## src/design/core_pkg.sv

```systemverilog
package core_pkg;

    // data and address width
    localparam int xlen = 32;

    // fetch attempt counter width
    localparam int inst_id_w = 64;

    // first fetch address out of reset
    localparam logic [xlen-1:0] reset_pc = '0;

    // byte distance between consecutive instructions
    localparam logic [xlen-1:0] pc_step = 32'd4;

    // read latency of the unified memory, in cycles
    // must be at least 1
    localparam int def_mem_latency = 2;

    // word index width, 8 bits gives 256 words
    localparam int def_mem_addr_w = 8;

endpackage

```

## src/design/mem_arbiter.sv

```systemverilog
`timescale 1ns/1ps

module mem_arbiter #(
    parameter int mem_latency = core_pkg::def_mem_latency
) (
    input  logic                      clk,
    input  logic                      rst_n,

    // fetch requester
    input  logic                      f_start,
    output logic                      f_ready,
    input  logic [core_pkg::xlen-1:0] f_addr,
    output logic [core_pkg::xlen-1:0] f_rdata,
    output logic                      f_rdata_valid,

    // data requester
    input  logic                      d_start,
    output logic                      d_ready,
    input  logic                      d_write,
    input  logic [core_pkg::xlen-1:0] d_addr,
    input  logic [core_pkg::xlen-1:0] d_wdata,
    output logic [core_pkg::xlen-1:0] d_rdata,
    output logic                      d_rdata_valid,

    // memory side
    output logic                      mem_start,
    output logic                      mem_write,
    output logic [core_pkg::xlen-1:0] mem_addr,
    output logic [core_pkg::xlen-1:0] mem_wdata,
    input  logic                      mem_ready,
    input  logic [core_pkg::xlen-1:0] mem_rdata,
    input  logic                      mem_rdata_valid
);

    logic                   accept;
    // one slot per latency cycle, oldest at the top
    logic [mem_latency-1:0] own_vld;
    logic [mem_latency-1:0] own_data;
    logic                   done_vld;
    logic                   done_data;

    // data side wins whenever it asks
    assign mem_start = d_start || f_start;
    assign mem_write = d_start && d_write;
    assign mem_addr  = d_start ? d_addr : f_addr;
    assign mem_wdata = d_wdata;

    assign d_ready = mem_ready;
    assign f_ready = mem_ready && !d_start;
    assign accept  = mem_start && mem_ready;

    assign done_vld  = own_vld[mem_latency-1];
    assign done_data = own_data[mem_latency-1];

    // response data is shared, only the valid is steered
    assign d_rdata       = mem_rdata;
    assign f_rdata       = mem_rdata;
    assign d_rdata_valid = mem_rdata_valid && done_vld && done_data;
    assign f_rdata_valid = mem_rdata_valid && done_vld && !done_data;

    always_ff @(posedge clk) begin
        if (!rst_n) begin
            own_vld <= '0;
        end else begin
            own_vld[0] <= accept;
            for (int i = 1; i < mem_latency; i++) begin
                own_vld[i] <= own_vld[i-1];
            end
        end
    end

    // owner bit, meaningful only where own_vld is set
    always_ff @(posedge clk) begin
        own_data[0] <= d_start;
        for (int i = 1; i < mem_latency; i++) begin
            own_data[i] <= own_data[i-1];
        end
    end

    // memory latency and owner record must line up
    owner_known: assert property (
        @(posedge clk) disable iff (!rst_n)
        mem_rdata_valid |-> done_vld
    ) else $error("memory completion without a recorded owner");

endmodule

```

## config.mk

```make
export PLATFORM = sky130hd
export DESIGN_NAME = mem_arbiter
export DESIGN_NICKNAME = d
export VERILOG_FILES = /design/src/design/core_pkg.sv /design/src/design/mem_arbiter.sv
export SDC_FILE = /design/constraint.sdc
export NUM_CORES = 1
export LEC_CHECK = 0
export BUFFER_PORTS_ARGS = -buffer_cell sky130_fd_sc_hd__buf_2
export CELL_PAD_IN_SITES_DETAIL_PLACEMENT = 1
export CELL_PAD_IN_SITES_GLOBAL_PLACEMENT = 2
export CORE_MARGIN = 5
export CORE_UTILIZATION = 11
export CTS_CLUSTER_DIAMETER = 150
export CTS_CLUSTER_SIZE = 30
export DETAILED_ROUTE_END_ITERATION = 16
export PLACE_DENSITY = 0.88
export SLEW_MARGIN = 20
export SYNTH_ARGS = -nofsm -noshare
export SYNTH_HDL_FRONTEND = slang
export SYNTH_SLANG_ARGS = --single-unit
```

## constraint.sdc

```tcl
create_clock -name clk -period 1 [get_ports clk]
set_input_delay 0.05 -clock clk [delete_from_list [all_inputs] [get_ports clk]]
set_output_delay 0.05 -clock clk [all_outputs]
set_load 0.005 [all_outputs]
```

==> impl_results.md <==
- CP startpoint kind: input port
- Critical Path End Type: primary output
- Initial antenna violation count: 0
- I/O pins: ~270
- ANT nets after route: 0
- Largest family of logic cells by synthesized area: buffers and inverters
- Rows: 41
- Cell Area, Synth: 0.00138 sq mm
- Total Routed Length: 3490 um
- Clock sink total: 4
- Yosys top cell area share: 0.528
- RSZ-0062 raised after global routing: false
- Die height: 122 um
- Synth unique cells: 12
- Area leader, netlist: buf_4
- Clock power share: 0.479
- Total GRT Usage: 0.0431
- YS warnings: 0
- Part of the power in registers: 0.135
- Simple-gate area share of the yosys netlist: 0.0290
- DIE AREA: 0.0149 sq mm
- Avg Cell Area, Syn: 9.58 sq um
- Multi-input gate area: 508 sq um
- Max Fclk: 1090 MHz
- Share of layout cells above drive strength 1: 0.936
- Non-filler cells, final: 328
- Largest net degree at the start of global routing: 22
- GRT overflow: 0
- Slowest-stage cell, CP: mux2_4
- P_sw: 0.274 mW
- Drt wl/cell: 10.6 um
- First-pass GRT wire length: 4910 um
- Req. time, crit path: 950 ps
- Fin crit share: 0.918
- Register area: between 80 and 90 sq um
- 1st-iter DRT viols: 13
- Crit path DAT: 870 ps
- Cts-stage hold buffer count: 0
- Pwr Density: 876 mW/mm^2
- Die X: 122 um
- Synth Area in Compound Gates: 0.00726
- DP HPWL: 3220 um
- Slew Limit Fails: 0
- Post-Route Setup TNS: 0 ps
- Post-synthesis mux area share: 0.332
- Clock Latency Late Sink: 220 ps
- Worst path bufs/invs: 3
- Seq/Total Area, Yosys: 0.0581
- CP max FO: 21
- Max Cap Viol: 0
- Pint: 1.00 mW
- P&R area growth vs syn: 5.81%
- Yosys reg bits: 4
- Final setup violation count: 0
- Final GP Congestion: 0.712
- Clock buffer depth: 2
- Core Area: 0.0125 sq mm
- Clock period minus worst slack: 918 ps
- Placed inst area: 0.00138 sq mm
- Post-route DRC: 0
- Hold crit path type: in2reg
- Status: completed
- Comb pwr share: 0.386
- Power Total: 1.28 mW
- Worst-path clk slew: approximately 30 ps
- Post-CTS setup buffers: 0
- Placed Cells: 325
- Number of H-tree branching levels: 1
- Slew Limit Headroom: 0.902
- CTS Buf Count: 3
- Hold_ws: 49.8 ps
- Switching fraction of total power: 0.214
- Cells after Synth: 144
- Max stage delay on crit path: 310 ps
- Drt first pass iters: 4
- Crit-path leading delay family: buffers and inverters
- DR vias: around 850
- Slew of the pin with the lowest slew margin: between 100 and 150 ps
- Vias in the first global route: 1040
- Number of port buffers: 108
- Filler cells: 1492
- Crit Path Class: in2out
- Synth top area cells: buf_4, mux2_4, dfxtp_1
- Fin area: 0.00146 sq mm
- XOR/XNOR Fraction of Synth Area: 0
- Root Buffer: clkbuf_16
- CTS tree: yes
- P_leak: 0.789 nW
- CTS resizes: 0
- Most frequent cell on the critical path: buf_2
- Post-Syn Nets: ~280
- Initial core utilization: 0.111
- Final hold violation count: 0
- Crit path cell chain: buf_2 -> buf_12 -> mux2_4 -> buf_2
- Final nets: 293
- Max VDD drop: 0.295 mV
- Vias per std cell: 2.59
- # diodes: 0
- Clk_skew: 0.0394 ps
- Post-synthesis adder-cell area fraction: 0
## final cells by class
cell class | instances | share of cell area
clock buffer | 3 | 0.0515
timing repair buffer | 110 | 0.398
tap | 172 | 0.148
sequential | 4 | 0.0549
multi-input combinational | 39 | 0.348
## cell usage after synthesis (all sizes together)
cell,number
and3,1
and3b,1
dfxtp,4
or2,1
buf,101
o211a,1
mux2,32
and2,2
nor2b,1
## kinds of logic after synthesis
group,Yosys count
buf+inv,101
simple gates,6
mux,32
flops,4
compound gates,1
## final timing paths
path,startpoint,depth (start not counted),slack (ps),to
worst max-delay path,d_start,4,80,mem_addr[23]
worst min-delay path,rst_n,2,50,own_vld[1]$_SDFF_PN0_
worst max register to register,own_vld[0]$_SDFF_PN0_,1,470,own_vld[1]$_SDFF_PN0_
worst min register to register,own_data[0]$_DFF_P_,0,320,own_data[1]$_DFF_P_
## per-layer routing
| metal | GRT usage | vias to the layer above | wire (um) |
|---|---|---|---|
| li1 | - | 392 | - |
| met2 | 0.0646 | 73 | 1670 |
| met4 | 0.0434 | 0 | 139 |
| met5 | 0 | - | 0 |
| met3 | 0.0204 | 18 | 485 |
| met1 | 0.0427 | 368 | 1190 |
## registers in the layout (all words and copies together) (netlist names)
register and count:
own_vld 2, own_data 2
## power by group through the flow
stage / clock network [mW] / registers (mW) / logic, mW
2_1_floorplan: 0 / 0.172 / 0.558
3_3_place_gp: 0 / 0.174 / 0.490
3_5_place_dp: 0 / 0.175 / 0.506
4_1_cts: 0.626 / 0.173 / 0.506
5_1_grt: 0.640 / 0.173 / 0.540
6_report: 0.613 / 0.172 / 0.494
## cell usage in the layout (no fill, tap or decap)
| master | instances |
|---|---|
| o211a_1 | 1 |
| and3b_1 | 1 |
| nor2b_1 | 1 |
| and3_1 | 1 |
| or2_2 | 1 |
| dfxtp_1 | 4 |
| mux2_4 | 26 |
| clkbuf_16 | 3 |
| and2_1 | 2 |
| mux2_2 | 6 |
| buf_2 | 108 |
| buf_12 | 2 |
## stage by stage
stage                      util  setup WS [ps]
after detailed placement  0.111           63.6
after global routing      0.117           42.8
final                     0.117           81.8
after floorplan               -            320
after global placement    0.111           86.2
after CTS                 0.117           63.9
Note: power is estimated with default switching activity, not from simulation.
