**src/design/core_pkg.sv**
```systemverilog
package core_pkg;

    // data and address width
    localparam int xlen = 32;

    // fetch attempt counter width
    localparam int inst_id_w = 64;

    // first fetch address out of reset
    localparam logic [xlen-1:0] reset_pc = '0;

    // byte distance between consecutive instructions
    localparam logic [xlen-1:0] pc_step = 32'd4;

    // read latency of the unified memory, in cycles
    // must be at least 1
    localparam int def_mem_latency = 2;

    // word index width, 8 bits gives 256 words
    localparam int def_mem_addr_w = 8;

endpackage

```
**src/design/fetch_stage.sv**
```systemverilog
`timescale 1ns/1ps

module fetch_stage (
    input  logic                           clk,
    input  logic                           rst_n,

    // memory side, through the arbiter
    output logic                           mem_start,
    output logic [core_pkg::xlen-1:0]      mem_addr,
    input  logic                           mem_ready,
    input  logic [core_pkg::xlen-1:0]      mem_rdata,
    input  logic                           mem_rdata_valid,

    // toward decode
    output logic                           if_valid,
    output logic [core_pkg::xlen-1:0]      if_pc,
    output logic [core_pkg::xlen-1:0]      if_inst,
    output logic [core_pkg::inst_id_w-1:0] if_inst_id,
    input  logic                           if_stall,
    input  logic                           branch_hazard,
    input  logic [core_pkg::xlen-1:0]      branch_target
);
    import core_pkg::*;

    typedef enum logic [1:0] {
        s_wait_ready,
        s_wait_data,
        s_held
    } state_t;

    state_t               state;
    logic [xlen-1:0]      pc_q;
    logic [inst_id_w-1:0] inst_id_q;
    // set while a pre-redirect fetch is still in flight
    logic                 discard_q;

    logic [xlen-1:0]      saved_pc;
    logic [xlen-1:0]      saved_inst;
    logic [inst_id_w-1:0] saved_id;

    logic                 resp_ok;
    logic                 in_flight;
    logic                 issue;

    // response that belongs to pc_q
    assign resp_ok   = (state == s_wait_data) && mem_rdata_valid && !discard_q;
    // fetch outstanding and not returning this cycle
    assign in_flight = (state == s_wait_data) && !mem_rdata_valid;
    assign issue     = mem_start && mem_ready;

    assign if_valid   = !branch_hazard && (resp_ok || state == s_held);
    assign if_pc      = (state == s_held) ? saved_pc   : pc_q;
    assign if_inst    = (state == s_held) ? saved_inst : mem_rdata;
    assign if_inst_id = (state == s_held) ? saved_id   : inst_id_q;

    always_comb begin
        mem_start = 1'b0;
        mem_addr  = pc_q;
        if (branch_hazard) begin
            // redirect now unless an old fetch still holds the memory
            if (!in_flight) begin
                mem_start = 1'b1;
                mem_addr  = branch_target;
            end
        end else begin
            case (state)
                s_wait_ready: mem_start = 1'b1;
                s_wait_data: begin
                    if (mem_rdata_valid && (discard_q || !if_stall)) begin
                        mem_start = 1'b1;
                        // stale data dropped, pc_q already holds the target
                        mem_addr  = discard_q ? pc_q : pc_q + pc_step;
                    end
                end
                s_held:  mem_start = !if_stall;
                default: mem_start = 1'b0;
            endcase
        end
    end

    always_ff @(posedge clk) begin
        if (!rst_n) begin
            state     <= s_wait_ready;
            pc_q      <= reset_pc;
            inst_id_q <= '0;
            discard_q <= 1'b0;
        end else if (branch_hazard) begin
            pc_q      <= branch_target;
            inst_id_q <= inst_id_q + inst_id_w'(1);
            if (in_flight) begin
                discard_q <= 1'b1;
                state     <= s_wait_data;
            end else begin
                discard_q <= 1'b0;
                state     <= issue ? s_wait_data : s_wait_ready;
            end
        end else begin
            case (state)
                s_wait_ready: begin
                    if (issue) state <= s_wait_data;
                end
                s_wait_data: begin
                    if (mem_rdata_valid && discard_q) begin
                        discard_q <= 1'b0;
                        state     <= issue ? s_wait_data : s_wait_ready;
                    end else if (mem_rdata_valid) begin
                        pc_q      <= pc_q + pc_step;
                        inst_id_q <= inst_id_q + inst_id_w'(1);
                        if (if_stall) begin
                            state <= s_held;
                        end else begin
                            state <= issue ? s_wait_data : s_wait_ready;
                        end
                    end
                end
                s_held: begin
                    if (!if_stall) state <= issue ? s_wait_data : s_wait_ready;
                end
                default: state <= s_wait_ready;
            endcase
        end
    end

    // copy of the delivered word for the held state
    always_ff @(posedge clk) begin
        if (resp_ok && !branch_hazard) begin
            saved_pc   <= pc_q;
            saved_inst <= mem_rdata;
            saved_id   <= inst_id_q;
        end
    end

    // a stalled instruction stays put until taken or flushed
    hold_while_stalled: assert property (
        @(posedge clk) disable iff (!rst_n)
        (if_valid && if_stall) |=> branch_hazard ||
            (if_valid && $stable(if_pc) && $stable(if_inst) && $stable(if_inst_id))
    ) else $error("fetch output changed during a stall");

endmodule

```
**config.mk**
```make
export PLATFORM = sky130hd
export DESIGN_NAME = fetch_stage
export DESIGN_NICKNAME = d
export VERILOG_FILES = /design/src/design/core_pkg.sv /design/src/design/fetch_stage.sv
export SDC_FILE = /design/constraint.sdc
export NUM_CORES = 1
export LEC_CHECK = 0
export BUFFER_PORTS_ARGS = -buffer_cell sky130_fd_sc_hd__buf_4
export CAP_MARGIN = 20
export CORE_ASPECT_RATIO = 0.75
export CORE_MARGIN = 5
export CORE_UTILIZATION = 59
export CTS_CLUSTER_DIAMETER = 30
export DETAILED_ROUTE_END_ITERATION = 10
export PLACE_DENSITY = 0.85
export SLEW_MARGIN = 20
export SYNTH_ARGS = -nofsm -noshare
export SYNTH_HDL_FRONTEND = slang
export SYNTH_SLANG_ARGS = --single-unit
export TNS_END_PERCENT = 10
```
**constraint.sdc**
```tcl
create_clock -name clk -period 22.7 [get_ports clk]
set_input_delay 3.405 -clock clk [delete_from_list [all_inputs] [get_ports clk]]
set_output_delay 3.405 -clock clk [all_outputs]
set_load 0.1 [all_outputs]
```
==> impl_summary.md <==
Cells and area
The post-route standard cell area excluding fillers is roughly 14000 um^2. The area added between synthesis and finish is 27.7%. The number of nets in the final layout is roughly 1300.

In the final layout, the share of cells above drive strength 1 is 33.4%. Fill cells in the final layout number 1218. The number of inserted diodes is 0.

Routing
Dividing the detail-routed via count by the number of cells gives 6.39. For this block, the initial DRC count from the detailed router was 1174. Wire segments on met2 add up to 13800 um in the final route. In the detailed route, the total length drawn on met3 is around 3300 um. After detailed routing, the average wire length per cell comes to 20.1 um. The wire length on met1 is about 13000 um.

In the routed design, unresolved DRC markers number 0. Across all layers, the routed design uses 9901 vias. The detail route stage leaves a number of antenna-violating nets equal to 0.

The highest layer touched by signal routing is met4. After detailed routing, the total wire length is 31200 um. The count of TritonRoute iterations in the first routing pass is 8.

Clock network
No sink is reached through more buffers than the 3 on the longest clock path. The clock slew at the register clock pins of the worst setup and hold paths is 0.06 ns. The TritonCTS sink count is 227.

The number of setup buffers added after CTS is 0. The number of instances resized during post-cts repair is 0. The count of hold-fix buffers inserted at cts is 0. Clock latency on the worst-skew pair, taken at its later pin, is 0.51 ns. TritonCTS built the clock tree.

The H-tree generated during clock tree synthesis spans 2 levels. The cell at the root of the clock tree is sky130_fd_sc_hd__clkbuf_16. The total CTS buffers is 36.

Logic synthesis
In the synthesized netlist the dominant register cell turns out to be sky130_fd_sc_hd__edfxtp_1. Yosys mapped a number of flops with a built-in enable equal to 128. Counting every net in the synthesized netlist gives 1144. The unique cell type count in the Yosys netlist is 52. The cell count after synthesis is 1072. The synthesized design contains about 230 register bits. The mean instance size in the synthesized netlist is 10.5 um^2. In the synthesized netlist the async set-or-reset flop fraction comes to 0%. The sequential element share of the synthesized area is 52.0%. The warning count from the yosys run is 0. The cell area that synthesis handed to floorplanning was 11200 um^2.

Timing
The ratio of final minimum period to clock period is around two fifths. On the final layout, the worst clock skew is 0.0223 ns. In the final timing run, aggregate negative setup slack is 0 ns. The highest clock frequency the design can meet is ~0.11 GHz. Setup repair after global routing left no endpoint under its margin.

The number of pins with negative max-slew slack in the final report is 0. The number of failing hold endpoints at the final stage is 0. Headroom to the max-slew limit came out at 24.2%.

For the finished layout, the period the worst path requires is ~9.5 ns. The final-report setup violation count is 0. The actual slew at the worst max-slew pin is 1.13 ns.

Critical path
The critical path's most frequent cell is sky130_fd_sc_hd__buf_4. STA classifies the critical path startpoint as a primary input. Data arrives at the worst endpoint at 6.08 ns. The worst setup path is captured at an output port.

The largest single stage delay on the critical path is 0.91 ns. The critical path goes through buf_4 > nor3b_1 > nor2_2 > buf_4 > nor2_1 > o21ai_0 > o311ai_0 > buf_4. The worst setup path is of the primary input to output port kind. Of all nets on the critical path, the largest fanout is 32. The required time at the worst-slack endpoint is 19.30 ns. The cell type of the slowest stage on the worst timing path is sky130_fd_sc_hd__nor2_1.

Global routing
The number of global-route vias before repair is 9403. The pin count of the biggest net entering global routing is 70. The global-route congestion overflow total is 0. The total routing usage reported by global routing is between 20% and 30%. The global-route wire length before repair is 49500 um. The initial antenna violation count is 0.

Die
The die height is ~130 um. The core region is between 15000 and 20000 um^2. For this configuration, the core starts out at a cell density of 60.4%. The number of core rows is 43. The die covers 21900 um^2. The die is 169 um wide. The top-level I/O count is 232.

Power
The total power consumption of the routed design is about 1.2 mW. The total leakage power is 5.30 nW. Dividing total power by cell area gives a power density of 82.6 nW/um^2. The peak ir drop on the vdd network is 57.0 uV.

Min path
The min-delay analysis places its worst path in the category flip-flop to flip-flop.

Place
The count of port buffers added during placement is 231. The wire-length estimate of the detail-placed layout is 20600 um. The congestion estimate from routability-driven global placement came to 0.894.

The total placed instance area is 13100 um^2.

Job
The number of max-cap violations is 0.

Status
The run finished with clean final reports.
state kept, by name, summed over array words and instances, names as in the netlist:
| name | cells |
|---|---|
| saved_pc | 32 |
| saved_inst | 32 |
| saved_id | 64 |
| inst_id_q | 64 |
| discard_q | 1 |
| pc_q | 32 |
| state | 2 |
cells in the mapped netlist (all sizes together), types with 3 or more instances:
cell type	number	area, um^2
or2	4	25.0
nand2	85	319
a211oi	4	30.0
and4	11	96.3
nor3	21	105
nor4	14	87.6
dfxtp	99	1980
nand4	42	269
and3	6	37.5
o21ai	85	425
xnor2	30	263
or4	26	199
a31oi	4	25.0
inv	14	52.6
buf	5	25.0
clkbuf	74	278
o211ai	8	65.1
a22oi	3	22.5
a221o	10	100
mux2	116	1310
edfxtp	128	3840
nor3b	3	22.5
o31ai	20	150
o311ai	10	87.6
a21oi	76	380
nand3	39	195
nor2	55	206
a311oi	3	26.3
or3	33	206
and2	8	50.1
xor2	16	140
logic make-up after synthesis:
logic type | Yosys count | synth area share [%]
adder cells (fa/ha/maj) | 2 | 0.223
AND/OR/NAND/NOR | 355 | 16.8
flip-flops | 227 | 52.0
XOR/XNOR | 46 | 3.60
multiplexers | 118 | 11.8
AO/OA/AOI/OAI | 230 | 12.3
buffers and inverters | 94 | 3.20
power breakdown:
part | internal [mW] | switching (mW) | leakage (nW)
Sequential | 0.442 | 0.0116 | 2.11
Combinational | 0.0413 | 0.136 | 2.58
Clock | 0.352 | 0.198 | 0.608
Total | 0.835 | 0.346 | 5.30
worst paths after layout:
kind                        end  cells after the start       startpoint  slack (ns)
setup / recovery    mem_addr[5]                      8  mem_rdata_valid       13.21
hold / removal     saved_id[62]                      0    inst_id_q[62]        0.48
setup reg to reg  inst_id_q[48]                      6         state[0]       19.51
hold reg to reg    saved_id[62]                      0    inst_id_q[62]        0.48
cells in the final DEF, fill, tap and decap left out, types with 6 or more instances in the layout:
| master | instances |
|---|---|
| sky130_fd_sc_hd__o21ai_0 | 85 |
| sky130_fd_sc_hd__and2_1 | 8 |
| sky130_fd_sc_hd__and3_1 | 6 |
| sky130_fd_sc_hd__inv_1 | 13 |
| sky130_fd_sc_hd__nor3_1 | 21 |
| sky130_fd_sc_hd__mux2_2 | 116 |
| sky130_fd_sc_hd__clkinv_4 | 6 |
| sky130_fd_sc_hd__xor2_1 | 16 |
| sky130_fd_sc_hd__nor4_1 | 13 |
| sky130_fd_sc_hd__o31ai_1 | 20 |
| sky130_fd_sc_hd__or4_1 | 25 |
| sky130_fd_sc_hd__nand2_1 | 85 |
| sky130_fd_sc_hd__o311ai_0 | 10 |
| sky130_fd_sc_hd__buf_4 | 243 |
| sky130_fd_sc_hd__a221o_1 | 10 |
| sky130_fd_sc_hd__nand3_1 | 39 |
| sky130_fd_sc_hd__xnor2_1 | 30 |
| sky130_fd_sc_hd__clkbuf_16 | 37 |
| sky130_fd_sc_hd__a21oi_1 | 76 |
| sky130_fd_sc_hd__edfxtp_1 | 128 |
| sky130_fd_sc_hd__nand4_1 | 41 |
| sky130_fd_sc_hd__o211ai_1 | 7 |
| sky130_fd_sc_hd__or3_1 | 33 |
| sky130_fd_sc_hd__and4_1 | 11 |
| sky130_fd_sc_hd__dfxtp_1 | 99 |
| sky130_fd_sc_hd__nor2_1 | 53 |
routing by layer:
layer	up-vias	GRT usage, %
li1	4501	-
met1	4709	39.3
met2	611	42.3
met3	80	5.89
met4	0	9.04
met5	-	0
area by class of cell:
type	count	area (um^2)	share of cell area, %
clock buffers	44	992	6.94
clock inverters	22	254	1.78
inverters	15	56.3	0.394
multi-input cells	751	5040	35.3
flip-flops and latches	227	5830	40.7
well taps	247	309	2.16
repair buffers	243	1820	12.8
metrics by stage:
stage | hold WS, ns | std cells | worst slack [ns] | util (%)
CTS | 0.485 | 1549 | 13.39 | 77.1
finish | 0.485 | 1549 | 13.21 | 77.1
global route | 0.507 | 1549 | 13.12 | 77.1
floorplan | 0.406 | 1072 | 11.51 | -
global placement | 0.457 | 1483 | 13.56 | 70.4
detailed placement | 0.471 | 1483 | 13.40 | 70.4
critical path: cells and delay by family:
family                 cells  cell delay, ns
buffers and inverters      3            0.81
AO/OA/AOI/OAI              2            0.44
AND/OR/NAND/NOR            3            1.42
Note: power is estimated with default switching activity, not from simulation.
