## src/design/core_pkg.sv

```systemverilog
package core_pkg;

    // data and address width
    localparam int xlen = 32;

    // fetch attempt counter width
    localparam int inst_id_w = 64;

    // first fetch address out of reset
    localparam logic [xlen-1:0] reset_pc = '0;

    // byte distance between consecutive instructions
    localparam logic [xlen-1:0] pc_step = 32'd4;

    // read latency of the unified memory, in cycles
    // must be at least 1
    localparam int def_mem_latency = 2;

    // word index width, 8 bits gives 256 words
    localparam int def_mem_addr_w = 8;

endpackage

```

## src/design/load_store_port.sv

```systemverilog
`timescale 1ns/1ps

module load_store_port (
    input  logic                      clk,
    input  logic                      rst_n,

    // external side
    input  logic                      ls_req,
    input  logic                      ls_write,
    input  logic [core_pkg::xlen-1:0] ls_addr,
    input  logic [core_pkg::xlen-1:0] ls_wdata,
    output logic                      ls_busy,
    output logic                      ls_done,
    output logic [core_pkg::xlen-1:0] ls_rdata,

    // arbiter side
    output logic                      d_start,
    output logic                      d_write,
    output logic [core_pkg::xlen-1:0] d_addr,
    output logic [core_pkg::xlen-1:0] d_wdata,
    input  logic                      d_ready,
    input  logic [core_pkg::xlen-1:0] d_rdata,
    input  logic                      d_rdata_valid
);
    import core_pkg::*;

    typedef enum logic [1:0] {
        s_idle,
        s_request,
        s_wait_done
    } state_t;

    state_t          state;
    logic            write_q;
    logic [xlen-1:0] addr_q;
    logic [xlen-1:0] wdata_q;

    assign ls_busy = (state != s_idle);
    assign d_start = (state == s_request);
    assign d_write = write_q;
    assign d_addr  = addr_q;
    assign d_wdata = wdata_q;

    // completion straight from the arbiter pulse
    assign ls_done  = (state == s_wait_done) && d_rdata_valid;
    assign ls_rdata = d_rdata;

    always_ff @(posedge clk) begin
        if (!rst_n) begin
            state <= s_idle;
        end else begin
            case (state)
                s_idle:      if (ls_req) state <= s_request;
                s_request:   if (d_ready) state <= s_wait_done;
                s_wait_done: if (d_rdata_valid) state <= s_idle;
                default:     state <= s_idle;
            endcase
        end
    end

    // request capture
    always_ff @(posedge clk) begin
        if (ls_req && state == s_idle) begin
            write_q <= ls_write;
            addr_q  <= ls_addr;
            wdata_q <= ls_wdata;
        end
    end

    // only one access at a time from outside
    single_request: assert property (
        @(posedge clk) disable iff (!rst_n)
        ls_req |-> !ls_busy
    ) else $error("ls_req while the port is busy");

endmodule

```

## config.mk

```make
export PLATFORM = sky130hd
export DESIGN_NAME = load_store_port
export DESIGN_NICKNAME = d
export VERILOG_FILES = /design/src/design/core_pkg.sv /design/src/design/load_store_port.sv
export SDC_FILE = /design/constraint.sdc
export NUM_CORES = 1
export LEC_CHECK = 0
export BUFFER_PORTS_ARGS = -buffer_cell sky130_fd_sc_hd__buf_2
export CAP_MARGIN = 0
export CORE_ASPECT_RATIO = 0.6
export CORE_MARGIN = 1.5
export CORE_UTILIZATION = 40
export DETAILED_ROUTE_END_ITERATION = 16
export HOLD_SLACK_MARGIN = 0.03
export PLACE_DENSITY = 0.81
export SYNTH_ARGS = -nofsm -noshare
export SYNTH_HDL_FRONTEND = slang
export SYNTH_SLANG_ARGS = --single-unit
```

## constraint.sdc

```tcl
create_clock -name clk -period 7.24 [get_ports clk]
set_input_delay 1.086 -clock clk [delete_from_list [all_inputs] [get_ports clk]]
set_output_delay 1.086 -clock clk [all_outputs]
set_load 0.01 [all_outputs]
```

==> impl_metrics.prom, run 1 <==
# TYPE chip_impl_metric gauge
chip_impl_info{name="whs_endpoint",value="state[0]"} 1
chip_impl_metric{name="arrival",unit="ns"} 1.41
chip_impl_metric{name="timing.critical_path.fanout_max",unit=""} 2
chip_impl_metric{name="globalRouteOverflowTotal",unit=""} 0
chip_impl_metric{name="ys_types",unit=""} 13
chip_impl_metric{name="worst_slew_margin_rel",unit="%"} 48.1
chip_impl_metric{name="grt_use_total",unit="%"} 15.1
chip_impl_metric{name="io_pins",unit=""} 202
chip_impl_metric{name="cts_setup_buffers",unit=""} 0
chip_impl_info{name="end_kind",value="primary output"} 1
chip_impl_metric{name="finish.instance_area",unit="um2"} 3090
chip_impl_metric{name="die-height",unit="um"} 61.9
chip_impl_info{name="cts_tree",value="yes"} 1
chip_impl_metric{name="finalCritPeriodShare",unit="%"} 34.5
chip_impl_info{name="mostFrequentLayoutCells",value="137 x sky130_fd_sc_hd__buf_2, 65 x sky130_fd_sc_hd__edfxtp_1, 9 x sky130_fd_sc_hd__clkbuf_8"} 1
chip_impl_metric{name="synth_seq_area_share",unit="%"} 86.1
chip_impl_metric{name="cp.required",unit="ns"} 6.15
chip_impl_metric{name="vias_in_the_first_global_route",unit=""} 1260
chip_impl_info{name="critPathKind",value="input port to primary output"} 1
chip_impl_metric{name="n_antenna_cell",unit=""} 0
chip_impl_metric{name="finalHoldViolations",unit=""} 0
chip_impl_metric{name="placedInstanceArea",unit="um2"} 2870
chip_impl_metric{name="grt_start_max_net_pins",unit=""} 66
chip_impl_metric{name="cts_max_level",unit=""} 3
chip_impl_metric{name="netlist_instances",unit=""} 111
chip_impl_metric{name="via_per_inst",unit=""} 4.28
chip_impl_metric{name="totalWireLength",unit="um"} 4890
chip_impl_metric{name="io_buffers",unit=""} 137
chip_impl_info{name="setup_repair_after_global_routing_missed_its_margin",value="no"} 1
chip_impl_info{name="r2r_start",value="state[0]"} 1
chip_impl_info{name="reg2reg_to",value="d_wdata[19]"} 1
chip_impl_metric{name="floorplan.initialDensity",unit="%"} 41.5
chip_impl_metric{name="layout_cell_share_with_drive_strength_beyond_1",unit="%"} 67.2
chip_impl_metric{name="hold-path-cell-count",unit=""} 2
chip_impl_info{name="outcome",value="finished clean"} 1
chip_impl_metric{name="placeableCoreArea",unit="um2"} 5570
chip_impl_metric{name="insertion_delay",unit="ns"} 0.33
chip_impl_metric{name="std_cell_rows",unit=""} 21
chip_impl_metric{name="initial_antenna_violation_count",unit=""} 0
chip_impl_metric{name="area_delta_synth_final",unit="%"} 33.4
chip_impl_metric{name="dp.final_hpwl",unit="um"} 3720
chip_impl_metric{name="via_count",unit=""} 1336
chip_impl_metric{name="peakVddDrop",unit="V"} 0.000137
chip_impl_metric{name="number_of_remaining_drc_errors",unit=""} 0
chip_impl_metric{name="grt_first_pass_wirelength",unit="um"} 6270
chip_impl_metric{name="post_synth_instance_area",unit="um2"} 2310
chip_impl_metric{name="tritoncts.num_buffers",unit=""} 9
chip_impl_metric{name="cts.clk_slew.worst_paths",unit="ns"} 0.07
chip_impl_info{name="layout.cells.most_common",value="sky130_fd_sc_hd__buf_2"} 1
chip_impl_metric{name="clock_path_buffers",unit=""} 2
chip_impl_metric{name="hold_buffers",unit=""} 0
chip_impl_metric{name="setup-violations-final",unit=""} 0
chip_impl_metric{name="worst-slew-pin-transition",unit="ns"} 0.778
chip_impl_info{name="hold_path.class",value="flop to flop"} 1
chip_impl_metric{name="leakage_power_summed_over_all_cells",unit="uW"} 0.00133
chip_impl_metric{name="cts.repair.resized",unit=""} 0
chip_impl_metric{name="design.final.nets",unit=""} 330
chip_impl_metric{name="detail_route.first_pass.iterations",unit=""} 4
chip_impl_metric{name="rr_worst_depth",unit=""} 3
chip_impl_info{name="min_from",value="state[1]"} 1
chip_impl_metric{name="synth_nets",unit=""} 213
chip_impl_metric{name="synthesis.area_per_instance",unit="um2"} 20.8
chip_impl_metric{name="wl_per_cell",unit="um"} 15.7
chip_impl_metric{name="gp_congestion",unit=""} 0.653
chip_impl_info{name="startpoint_type",value="input port"} 1
chip_impl_metric{name="max_clock_freq",unit="MHz"} 400
chip_impl_metric{name="synth-seq-cells",unit=""} 67
chip_impl_metric{name="timing.final.max_slew_violations",unit=""} 0
chip_impl_metric{name="postRouteAntennaNets",unit=""} 0
chip_impl_metric{name="die-width",unit="um"} 101
chip_impl_metric{name="cts_sinks",unit=""} 67
chip_impl_metric{name="filler_cells_inserted",unit=""} 480
chip_impl_metric{name="max-cap-violations",unit=""} 0
chip_impl_metric{name="power-per-cell-area",unit="nW/um2"} 280
chip_impl_metric{name="fin_skew",unit="ns"} 0.00724
chip_impl_metric{name="ys.warnings.count",unit=""} 0
chip_impl_metric{name="floorplan.die_area",unit="um2"} 6260
chip_impl_metric{name="timing.reg2reg.setup_slack",unit="ns"} 5.51
chip_impl_info{name="cts.root.buffer_cell",value="sky130_fd_sc_hd__clkbuf_8"} 1
chip_impl_metric{name="totalNegativeSetupSlack",unit="ns"} 0
chip_impl_metric{name="detailedRoute.firstIterationViolations",unit=""} 61
chip_impl_metric{name="period_minus_slack",unit="ns"} 2.50
## logic make-up after synthesis
| group | after synthesis | synth area share [%] |
|---|---|---|
| AND/OR/NAND/NOR | 9 | 2.54 |
| buffers and inverters | 33 | 10.6 |
| flip-flops | 67 | 86.1 |
| AO/OA/AOI/OAI | 2 | 0.758 |
## layer usage
metal  vias to the layer above  part of all wire [%]  track usage, %
met5                         -                     0            3.08
met4                         0                   4.9            13.1
met3                        22                    15            12.0
met2                        92                    47            22.3
met1                       611                    33            13.6
li1                        611                     -               -
## area by class of cell
type	count	area [um2]	share of cell area [%]
Sequential cell	67	1990	64.6
Timing Repair Buffer	138	693	22.5
Clock buffer	9	124	4.01
Tap cell	80	100	3.24
Clock inverter	6	88.8	2.88
Multi-Input combinational cell	11	83.8	2.72
Inverter	1	3.75	0.122
## cell usage after synthesis, drive strengths merged
cell	n	area [um2]
nand2	1	3.75
nand2b	2	12.5
or2b	1	7.51
dfxtp	2	40.0
a21oi	1	8.76
edfxtp	65	1950
inv	1	3.75
nor2	2	7.51
a31o	1	8.76
and4bb	1	12.5
or2	1	6.26
buf	32	240
nor2b	1	8.76
## flip-flops by register name, summed over array words and instances, names as in the netlist
signal   cells
d_addr      32
d_wdata     32
state        2
d_write      1
## worst max-delay path, stage by stage
cell,delay [ns]
sky130_fd_sc_hd__buf_2,0.08
sky130_fd_sc_hd__nand2_1,0.04
sky130_fd_sc_hd__nor2_1,0.07
sky130_fd_sc_hd__buf_2,0.13
## report_power, final
part | switching, uW | internal, uW
logic | 40.7 | 31.7
clock network | 135 | 192
registers | 6.42 | 458
## metrics by stage
stage	power [uW]	cells	setup slack [ns]	util, %	hold slack, ns
floorplan	520	111	2.93	-	0.554
global placement	544	297	4.73	51.6	0.593
detailed placement	548	297	4.74	51.6	0.606
CTS	876	312	4.73	55.4	0.615
global route	899	312	4.72	55.4	0.654
finish	865	312	4.74	55.4	0.608
## how the worst max path moves through the flow
stage | start | end | slack, ns | depth (start not counted)
detailed placement | d_rdata_valid | ls_done | 4.74 | 4
CTS | d_rdata_valid | ls_done | 4.73 | 4
finish | d_rdata_valid | ls_done | 4.74 | 4
floorplan | ls_req | d_addr[0] | 2.93 | 2
global route | d_rdata_valid | ls_done | 4.72 | 4
global placement | d_rdata_valid | ls_done | 4.73 | 4
Note: power is estimated with default switching activity, not from simulation.
==> inputs of run 2 (changes only) <==
CORE_UTILIZATION = 34   (was 40)
PLACE_DENSITY = 0.73   (was 0.81)
clock period = 2.09 ns   (was 7.24 ns; I/O delays follow)
==> run 2 against run 1 <==
Effect of this change: sequential share of layout area fell by 2.1 points; clock power rose to 4.4 times the previous value; via count rose by 0.60%; flip-flop and latch count did not move; setup slack got worse by 4.1 ns; non-clock buffer count did not move; register-to-register slack got worse by 4.8 ns; clock-buffer cell count did not move; first-iteration DRC count fell by 61%; clock skew fell by 0.0045 ns; critical endpoint is now d_wdata[8]; largest cell class unchanged; highest routed layer is now met5.
==> impl_metrics.prom, run 2 (synthesis results as in run 1) <==
# TYPE chip_impl_metric gauge
chip_impl_info{name="outcome",value="finished clean"} 1
chip_impl_metric{name="timing.critical_path.fanout_max",unit=""} 65
chip_impl_metric{name="dp.final_hpwl",unit="um"} 3170
chip_impl_metric{name="design.final.nets",unit=""} 330
chip_impl_metric{name="std_cell_rows",unit=""} 23
chip_impl_metric{name="insertion_delay",unit="ns"} 0.32
chip_impl_info{name="slowest_stage",value="sky130_fd_sc_hd__dfxtp_1"} 1
chip_impl_info{name="r2r_start",value="state[0]"} 1
chip_impl_metric{name="tritoncts.num_buffers",unit=""} 9
chip_impl_metric{name="timing.final.max_slew_violations",unit=""} 0
chip_impl_metric{name="cp.required",unit="ns"} 2.07
chip_impl_metric{name="floorplan.die_area",unit="um2"} 7320
chip_impl_metric{name="via_count",unit=""} 1344
chip_impl_metric{name="cts.clk_slew.worst_paths",unit="ns"} 0.05
chip_impl_metric{name="globalRouteOverflowTotal",unit=""} 0
chip_impl_info{name="hold_path.class",value="input port to flop"} 1
chip_impl_metric{name="internal-power",unit="uW"} 2620
chip_impl_metric{name="power_switching_share",unit="%"} 20.8
chip_impl_metric{name="die-height",unit="um"} 66.9
chip_impl_info{name="setup_repair_after_global_routing_missed_its_margin",value="no"} 1
chip_impl_metric{name="initial_antenna_violation_count",unit=""} 0
chip_impl_info{name="reg2reg_to",value="d_wdata[8]"} 1
chip_impl_metric{name="grt_start_max_net_pins",unit=""} 66
chip_impl_metric{name="power-per-cell-area",unit="nW/um2"} 1040
chip_impl_info{name="startpoint_type",value="flop"} 1
chip_impl_metric{name="postRouteAntennaNets",unit=""} 0
chip_impl_metric{name="period_minus_slack",unit="ns"} 1.40
chip_impl_info{name="whs_endpoint",value="d_addr[12]"} 1
chip_impl_metric{name="finalCritPeriodShare",unit="%"} 67.2
chip_impl_metric{name="gp_congestion",unit=""} 0.676
chip_impl_metric{name="cts.repair.resized",unit=""} 0
chip_impl_metric{name="layout_cell_share_with_drive_strength_beyond_1",unit="%"} 67.0
chip_impl_metric{name="placeableCoreArea",unit="um2"} 6620
chip_impl_info{name="cts_tree",value="yes"} 1
chip_impl_metric{name="floorplan.initialDensity",unit="%"} 34.9
chip_impl_metric{name="cts_max_level",unit=""} 3
chip_impl_metric{name="vias_in_the_first_global_route",unit=""} 1226
chip_impl_metric{name="io_buffers",unit=""} 137
chip_impl_metric{name="io_pins",unit=""} 202
chip_impl_metric{name="wl_per_cell",unit="um"} 13.7
chip_impl_info{name="cp_top_family",value="simple AND/OR/NAND/NOR gates"} 1
chip_impl_metric{name="power.net_switching",unit="uW"} 687
chip_impl_metric{name="grt_first_pass_wirelength",unit="um"} 5820
chip_impl_metric{name="fin_skew",unit="ns"} 0.00271
chip_impl_metric{name="rr_worst_depth",unit=""} 3
chip_impl_metric{name="grt_use_total",unit="%"} 11.6
chip_impl_metric{name="max_clock_freq",unit="MHz"} 712
chip_impl_metric{name="detailedRoute.firstIterationViolations",unit=""} 24
chip_impl_metric{name="worst-slew-pin-transition",unit="ns"} 0.349
chip_impl_metric{name="seq_power_share",unit="%"} 48.7
chip_impl_metric{name="totalNegativeSetupSlack",unit="ns"} 0
chip_impl_metric{name="hold-path-cell-count",unit=""} 1
chip_impl_metric{name="area_delta_synth_final",unit="%"} 37.9
chip_impl_metric{name="n_antenna_cell",unit=""} 0
chip_impl_metric{name="worst_slew_margin_rel",unit="%"} 76.7
chip_impl_metric{name="totalWireLength",unit="um"} 4380
chip_impl_metric{name="via_per_inst",unit=""} 4.20
chip_impl_info{name="critPathKind",value="flop to flop"} 1
chip_impl_info{name="cts.root.buffer_cell",value="sky130_fd_sc_hd__clkbuf_16"} 1
chip_impl_metric{name="max-cap-violations",unit=""} 0
chip_impl_info{name="layout.cells.most_common",value="sky130_fd_sc_hd__buf_2"} 1
chip_impl_metric{name="cts_sinks",unit=""} 67
chip_impl_info{name="end_kind",value="flop"} 1
chip_impl_metric{name="critical-path-max-stage-delay",unit="ns"} 0.33
chip_impl_metric{name="die-width",unit="um"} 109
chip_impl_metric{name="finalHoldViolations",unit=""} 0
chip_impl_metric{name="hold_buffers",unit=""} 0
chip_impl_metric{name="placedCellCount",unit=""} 304
chip_impl_metric{name="peakVddDrop",unit="V"} 0.000434
chip_impl_info{name="mostFrequentLayoutCells",value="137 x sky130_fd_sc_hd__buf_2, 65 x sky130_fd_sc_hd__edfxtp_1, 9 x sky130_fd_sc_hd__clkbuf_16"} 1
chip_impl_metric{name="leakage_power_summed_over_all_cells",unit="uW"} 0.00137
chip_impl_info{name="min_from",value="ls_addr[12]"} 1
chip_impl_metric{name="clock_path_buffers",unit=""} 2
chip_impl_metric{name="arrival",unit="ns"} 1.39
chip_impl_info{name="timing.critical_path.cells",value="or2_1 -> nor2_4 -> buf_12"} 1
chip_impl_metric{name="final_cell_count_no_fill",unit=""} 320
chip_impl_metric{name="setup-violations-final",unit=""} 0
chip_impl_metric{name="cp_num_buf_inv",unit=""} 1
chip_impl_metric{name="number_of_remaining_drc_errors",unit=""} 0
chip_impl_metric{name="timing.reg2reg.setup_slack",unit="ns"} 0.69
chip_impl_metric{name="detail_route.first_pass.iterations",unit=""} 4
chip_impl_metric{name="clkPwrFrac",unit="%"} 43.6
chip_impl_metric{name="cts_setup_buffers",unit=""} 0
chip_impl_metric{name="comb_power_share",unit="%"} 7.7
## run 2: changes by cell type in the layout (fill, tap and decap cells not counted), sizes merged
cell / delta
inv: -1
bufinv: -1
clkinvlp: -1
clkinv: +4
## run 2: area by class of cell
class / count / area [um2]
fillers: 566 / 3430
flip-flops and latches: 67 / 1990
repair buffers: 138 / 706
clock buffers: 9 / 225
well taps: 87 / 109
multi-input cells: 11 / 83.8
clock inverters: 7 / 68.8
inverters: 1 / 3.75
## run 2: worst max path at each step
stage | startpoint | endpoint | cells after the start
3_5_place_dp | state[0] | d_addr[11] | 3
4_1_cts | state[0] | ls_busy | 2
3_3_place_gp | state[0] | d_wdata[9] | 3
6_report | state[0] | d_wdata[8] | 3
5_1_grt | state[0] | d_wdata[0] | 3
2_1_floorplan | state[0] | d_addr[0] | 2
## run 2: metal layers
metal,vias to the layer above,global-route usage [%],part of all wire (%)
li1,612,-,-
met1,602,12.2,41
met2,116,14.7,40
met3,12,10.7,17
met4,2,6.82,1.3
met5,-,3.97,0.75
## run 2: power by group through the flow
stage	clock network (uW)	registers, uW	logic [uW]
floorplan	0	1690	109
global placement	0	1630	258
detailed placement	0	1640	262
CTS	1490	1610	262
global route	1550	1620	281
finish	1440	1610	256
## run 2: through the flow
step	util [%]	worst slack, ns	power (uW)	area (um2)	hold WS [ns]
floorplan	-	0.0811	1800	2320	0.412
global placement	43.7	0.721	1890	2890	0.490
detailed placement	43.7	0.695	1900	2890	0.492
CTS	48.2	0.671	3370	3190	0.150
global route	48.2	0.592	3450	3190	0.146
finish	48.2	0.686	3310	3190	0.168
==> inputs of run 3 (changes only) <==
CORE_UTILIZATION = 37   (was 34)
PLACE_DENSITY = 0.76   (was 0.73)
clock period = 1.4 ns   (was 2.09 ns; I/O delays follow)
==> run 3 against run 2 <==
Effect of this change: routed wire length grew 4.6%; sequential power grew 49%; global-route usage grew 2.4 points; largest cell class unchanged; sequential share of layout area shrank 1.3 points; flip-flop and latch count is the same; maximum frequency grew 5.5%; critical endpoint is now d_addr[20].
==> impl_metrics.prom, run 3 (synthesis results as in run 1) <==
# TYPE chip_impl_metric gauge
chip_impl_metric{name="globalRouteOverflowTotal",unit=""} 0
chip_impl_metric{name="totalWireLength",unit="um"} 4580
chip_impl_metric{name="filler_cells_inserted",unit=""} 504
chip_impl_metric{name="max_clock_freq",unit="MHz"} 752
chip_impl_metric{name="clkPwrFrac",unit="%"} 31.7
chip_impl_info{name="startpoint_type",value="flop"} 1
chip_impl_metric{name="worst_slew_margin_rel",unit="%"} 86.1
chip_impl_metric{name="timing.final.max_slew_violations",unit=""} 0
chip_impl_info{name="end_kind",value="flop"} 1
chip_impl_metric{name="vias_in_the_first_global_route",unit=""} 1391
chip_impl_metric{name="leakage_power_summed_over_all_cells",unit="uW"} 0.00139
chip_impl_metric{name="n_antenna_cell",unit=""} 0
chip_impl_metric{name="regArea",unit="um2"} 1990
chip_impl_metric{name="grt_start_max_net_pins",unit=""} 38
chip_impl_metric{name="multiInputGateArea",unit="um2"} 86.3
chip_impl_metric{name="dp.final_hpwl",unit="um"} 3220
chip_impl_metric{name="insertion_delay",unit="ns"} 0.33
chip_impl_info{name="critPathKind",value="flop to flop"} 1
chip_impl_metric{name="finalHoldViolations",unit=""} 0
chip_impl_info{name="min_from",value="ls_addr[18]"} 1
chip_impl_metric{name="cp.required",unit="ns"} 1.42
chip_impl_metric{name="grt_first_pass_wirelength",unit="um"} 6730
chip_impl_metric{name="hold-path-cell-count",unit=""} 1
chip_impl_metric{name="rr_worst_depth",unit=""} 3
chip_impl_metric{name="design.final.nets",unit=""} 349
chip_impl_metric{name="number_of_remaining_drc_errors",unit=""} 0
chip_impl_info{name="reg2reg_to",value="d_addr[20]"} 1
chip_impl_metric{name="power-per-cell-area",unit="nW/um2"} 1280
chip_impl_metric{name="clock_path_buffers",unit=""} 2
chip_impl_metric{name="layout_cell_share_with_drive_strength_beyond_1",unit="%"} 63.1
chip_impl_metric{name="finalCritPeriodShare",unit="%"} 95.0
chip_impl_metric{name="fin_skew",unit="ns"} 0.00497
chip_impl_metric{name="cts.clk_slew.worst_paths",unit="ns"} 0.07
chip_impl_metric{name="max-cap-violations",unit=""} 0
chip_impl_metric{name="internal-power",unit="uW"} 3220
chip_impl_metric{name="placeableCoreArea",unit="um2"} 6080
chip_impl_metric{name="period_minus_slack",unit="ns"} 1.33
chip_impl_info{name="cts.root.buffer_cell",value="sky130_fd_sc_hd__clkbuf_8"} 1
chip_impl_metric{name="initial_antenna_violation_count",unit=""} 0
chip_impl_info{name="cts_tree",value="yes"} 1
chip_impl_metric{name="die-height",unit="um"} 64.2
chip_impl_metric{name="cts_max_level",unit=""} 3
chip_impl_info{name="mostFrequentLayoutCells",value="137 x sky130_fd_sc_hd__buf_2, 65 x sky130_fd_sc_hd__edfxtp_1, 17 x sky130_fd_sc_hd__dlygate4sd3_1"} 1
chip_impl_metric{name="worst-slew-pin-transition",unit="ns"} 0.209
chip_impl_metric{name="power.net_switching",unit="uW"} 944
chip_impl_metric{name="timing.critical_path.fanout_max",unit=""} 37
chip_impl_info{name="whs_endpoint",value="d_addr[18]"} 1
chip_impl_metric{name="comb_power_share",unit="%"} 10.6
chip_impl_metric{name="detail_route.first_pass.iterations",unit=""} 4
chip_impl_metric{name="cts_sinks",unit=""} 67
chip_impl_metric{name="std_cell_rows",unit=""} 22
chip_impl_metric{name="wl_per_cell",unit="um"} 13.6
chip_impl_metric{name="hold-worst-slack",unit="ns"} 0.0532
chip_impl_metric{name="die-width",unit="um"} 105
chip_impl_info{name="r2r_start",value="state[1]"} 1
chip_impl_info{name="outcome",value="finished clean"} 1
chip_impl_metric{name="timing.reg2reg.setup_slack",unit="ns"} 0.07
chip_impl_metric{name="setup-violations-final",unit=""} 0
chip_impl_metric{name="peakVddDrop",unit="V"} 0.000657
chip_impl_metric{name="seq_power_share",unit="%"} 57.7
chip_impl_metric{name="floorplan.die_area",unit="um2"} 6750
chip_impl_metric{name="detailedRoute.firstIterationViolations",unit=""} 27
chip_impl_metric{name="arrival",unit="ns"} 1.35
chip_impl_metric{name="io_buffers",unit=""} 137
chip_impl_metric{name="via_per_inst",unit=""} 4.25
chip_impl_info{name="setup_repair_after_global_routing_missed_its_margin",value="no"} 1
chip_impl_metric{name="fraction_of_the_core_area_covered_by_cells_at_the_end_of_the_flow",unit="%"} 53.6
chip_impl_metric{name="gp_congestion",unit=""} 0.710
chip_impl_metric{name="area_delta_synth_final",unit="%"} 41.0
chip_impl_metric{name="grt_use_total",unit="%"} 14.0
chip_impl_metric{name="power_switching_share",unit="%"} 22.7
chip_impl_metric{name="tritoncts.num_buffers",unit=""} 9
chip_impl_info{name="layout.cells.most_common",value="sky130_fd_sc_hd__buf_2"} 1
chip_impl_metric{name="io_pins",unit=""} 202
chip_impl_metric{name="postRouteAntennaNets",unit=""} 0
chip_impl_metric{name="via_count",unit=""} 1428
chip_impl_info{name="hold_path.class",value="input port to flop"} 1
chip_impl_metric{name="floorplan.initialDensity",unit="%"} 38.0
## run 3: cell count changes in the layout (fill, tap and decap cells not counted), moves of 2 or more
| cell | previous run | this run |
|---|---|---|
| sky130_fd_sc_hd__clkbuf_16 | 9 | 0 |
| sky130_fd_sc_hd__clkbuf_8 | 0 | 9 |
| sky130_fd_sc_hd__clkinv_4 | 2 | 0 |
| sky130_fd_sc_hd__clkinvlp_4 | 1 | 3 |
| sky130_fd_sc_hd__dlygate4sd3_1 | 0 | 17 |
## run 3: layout make-up
| cell class | count | area share, % |
|---|---|---|
| well taps | 84 | 3.22 |
| clock inverters | 7 | 1.34 |
| clock buffers | 9 | 3.80 |
| repair buffers | 157 | 27.7 |
| flip-flops and latches | 67 | 61.2 |
| inverters | 1 | 0.115 |
| multi-input cells | 11 | 2.65 |
## run 3: stage by stage
stage | power, uW | cell area [um2] | worst slack (ns) | setup TNS [ns] | std cells
2_1_floorplan | 2690 | 2320 | -0.590 | -38.36 | 111
5_1_grt | 4370 | 3260 | 0.0189 | 0 | 336
3_3_place_gp | 2840 | 2920 | 0.0921 | 0 | 303
3_5_place_dp | 2850 | 2920 | 0.0747 | 0 | 303
6_report | 4160 | 3260 | 0.0696 | 0 | 336
4_1_cts | 4190 | 3150 | 0.0705 | 0 | 325
## run 3: per-layer routing
metal  share of wire (%)  vias to the layer above  global-route usage, %
met4                 1.4                        0                   5.82
met1                  41                      637                   15.8
met5                   0                        -                   2.38
met2                  41                      132                   18.5
met3                  16                       10                   11.8
li1                    -                      649                      -
## run 3: worst max-delay path, stage by stage, from the launching register on
cell and delay, ns:
sky130_fd_sc_hd__dfxtp_2 0.34, sky130_fd_sc_hd__or2_4 0.26, sky130_fd_sc_hd__nor2_4 0.16, sky130_fd_sc_hd__buf_12 0.23
## run 3: power by group through the flow
stage          logic [uW]  clock network (uW)  registers [uW]
2_1_floorplan         165                   0            2520
3_3_place_gp          406                   0            2440
3_5_place_dp          411                   0            2440
4_1_cts               422                1370            2400
5_1_grt               483                1480            2410
6_report              441                1320            2400
## run 3: worst max path at each step
stage                     startpoint     endpoint  slack [ns]
after global placement      state[1]  d_wdata[20]        0.09
after floorplan             state[1]    d_addr[0]       -0.59
after CTS                   state[1]  d_wdata[21]        0.07
final                       state[1]   d_addr[20]        0.07
after detailed placement    state[1]  d_wdata[20]        0.07
after global routing        state[1]  d_wdata[13]        0.02
## run 3: what timing repair did
item / CTS / global route
gates resized for setup: 0 / 0
buffers inserted: 0 / 0
hold endpoints to repair: 6 / 11
hold buffers: 6 / 11
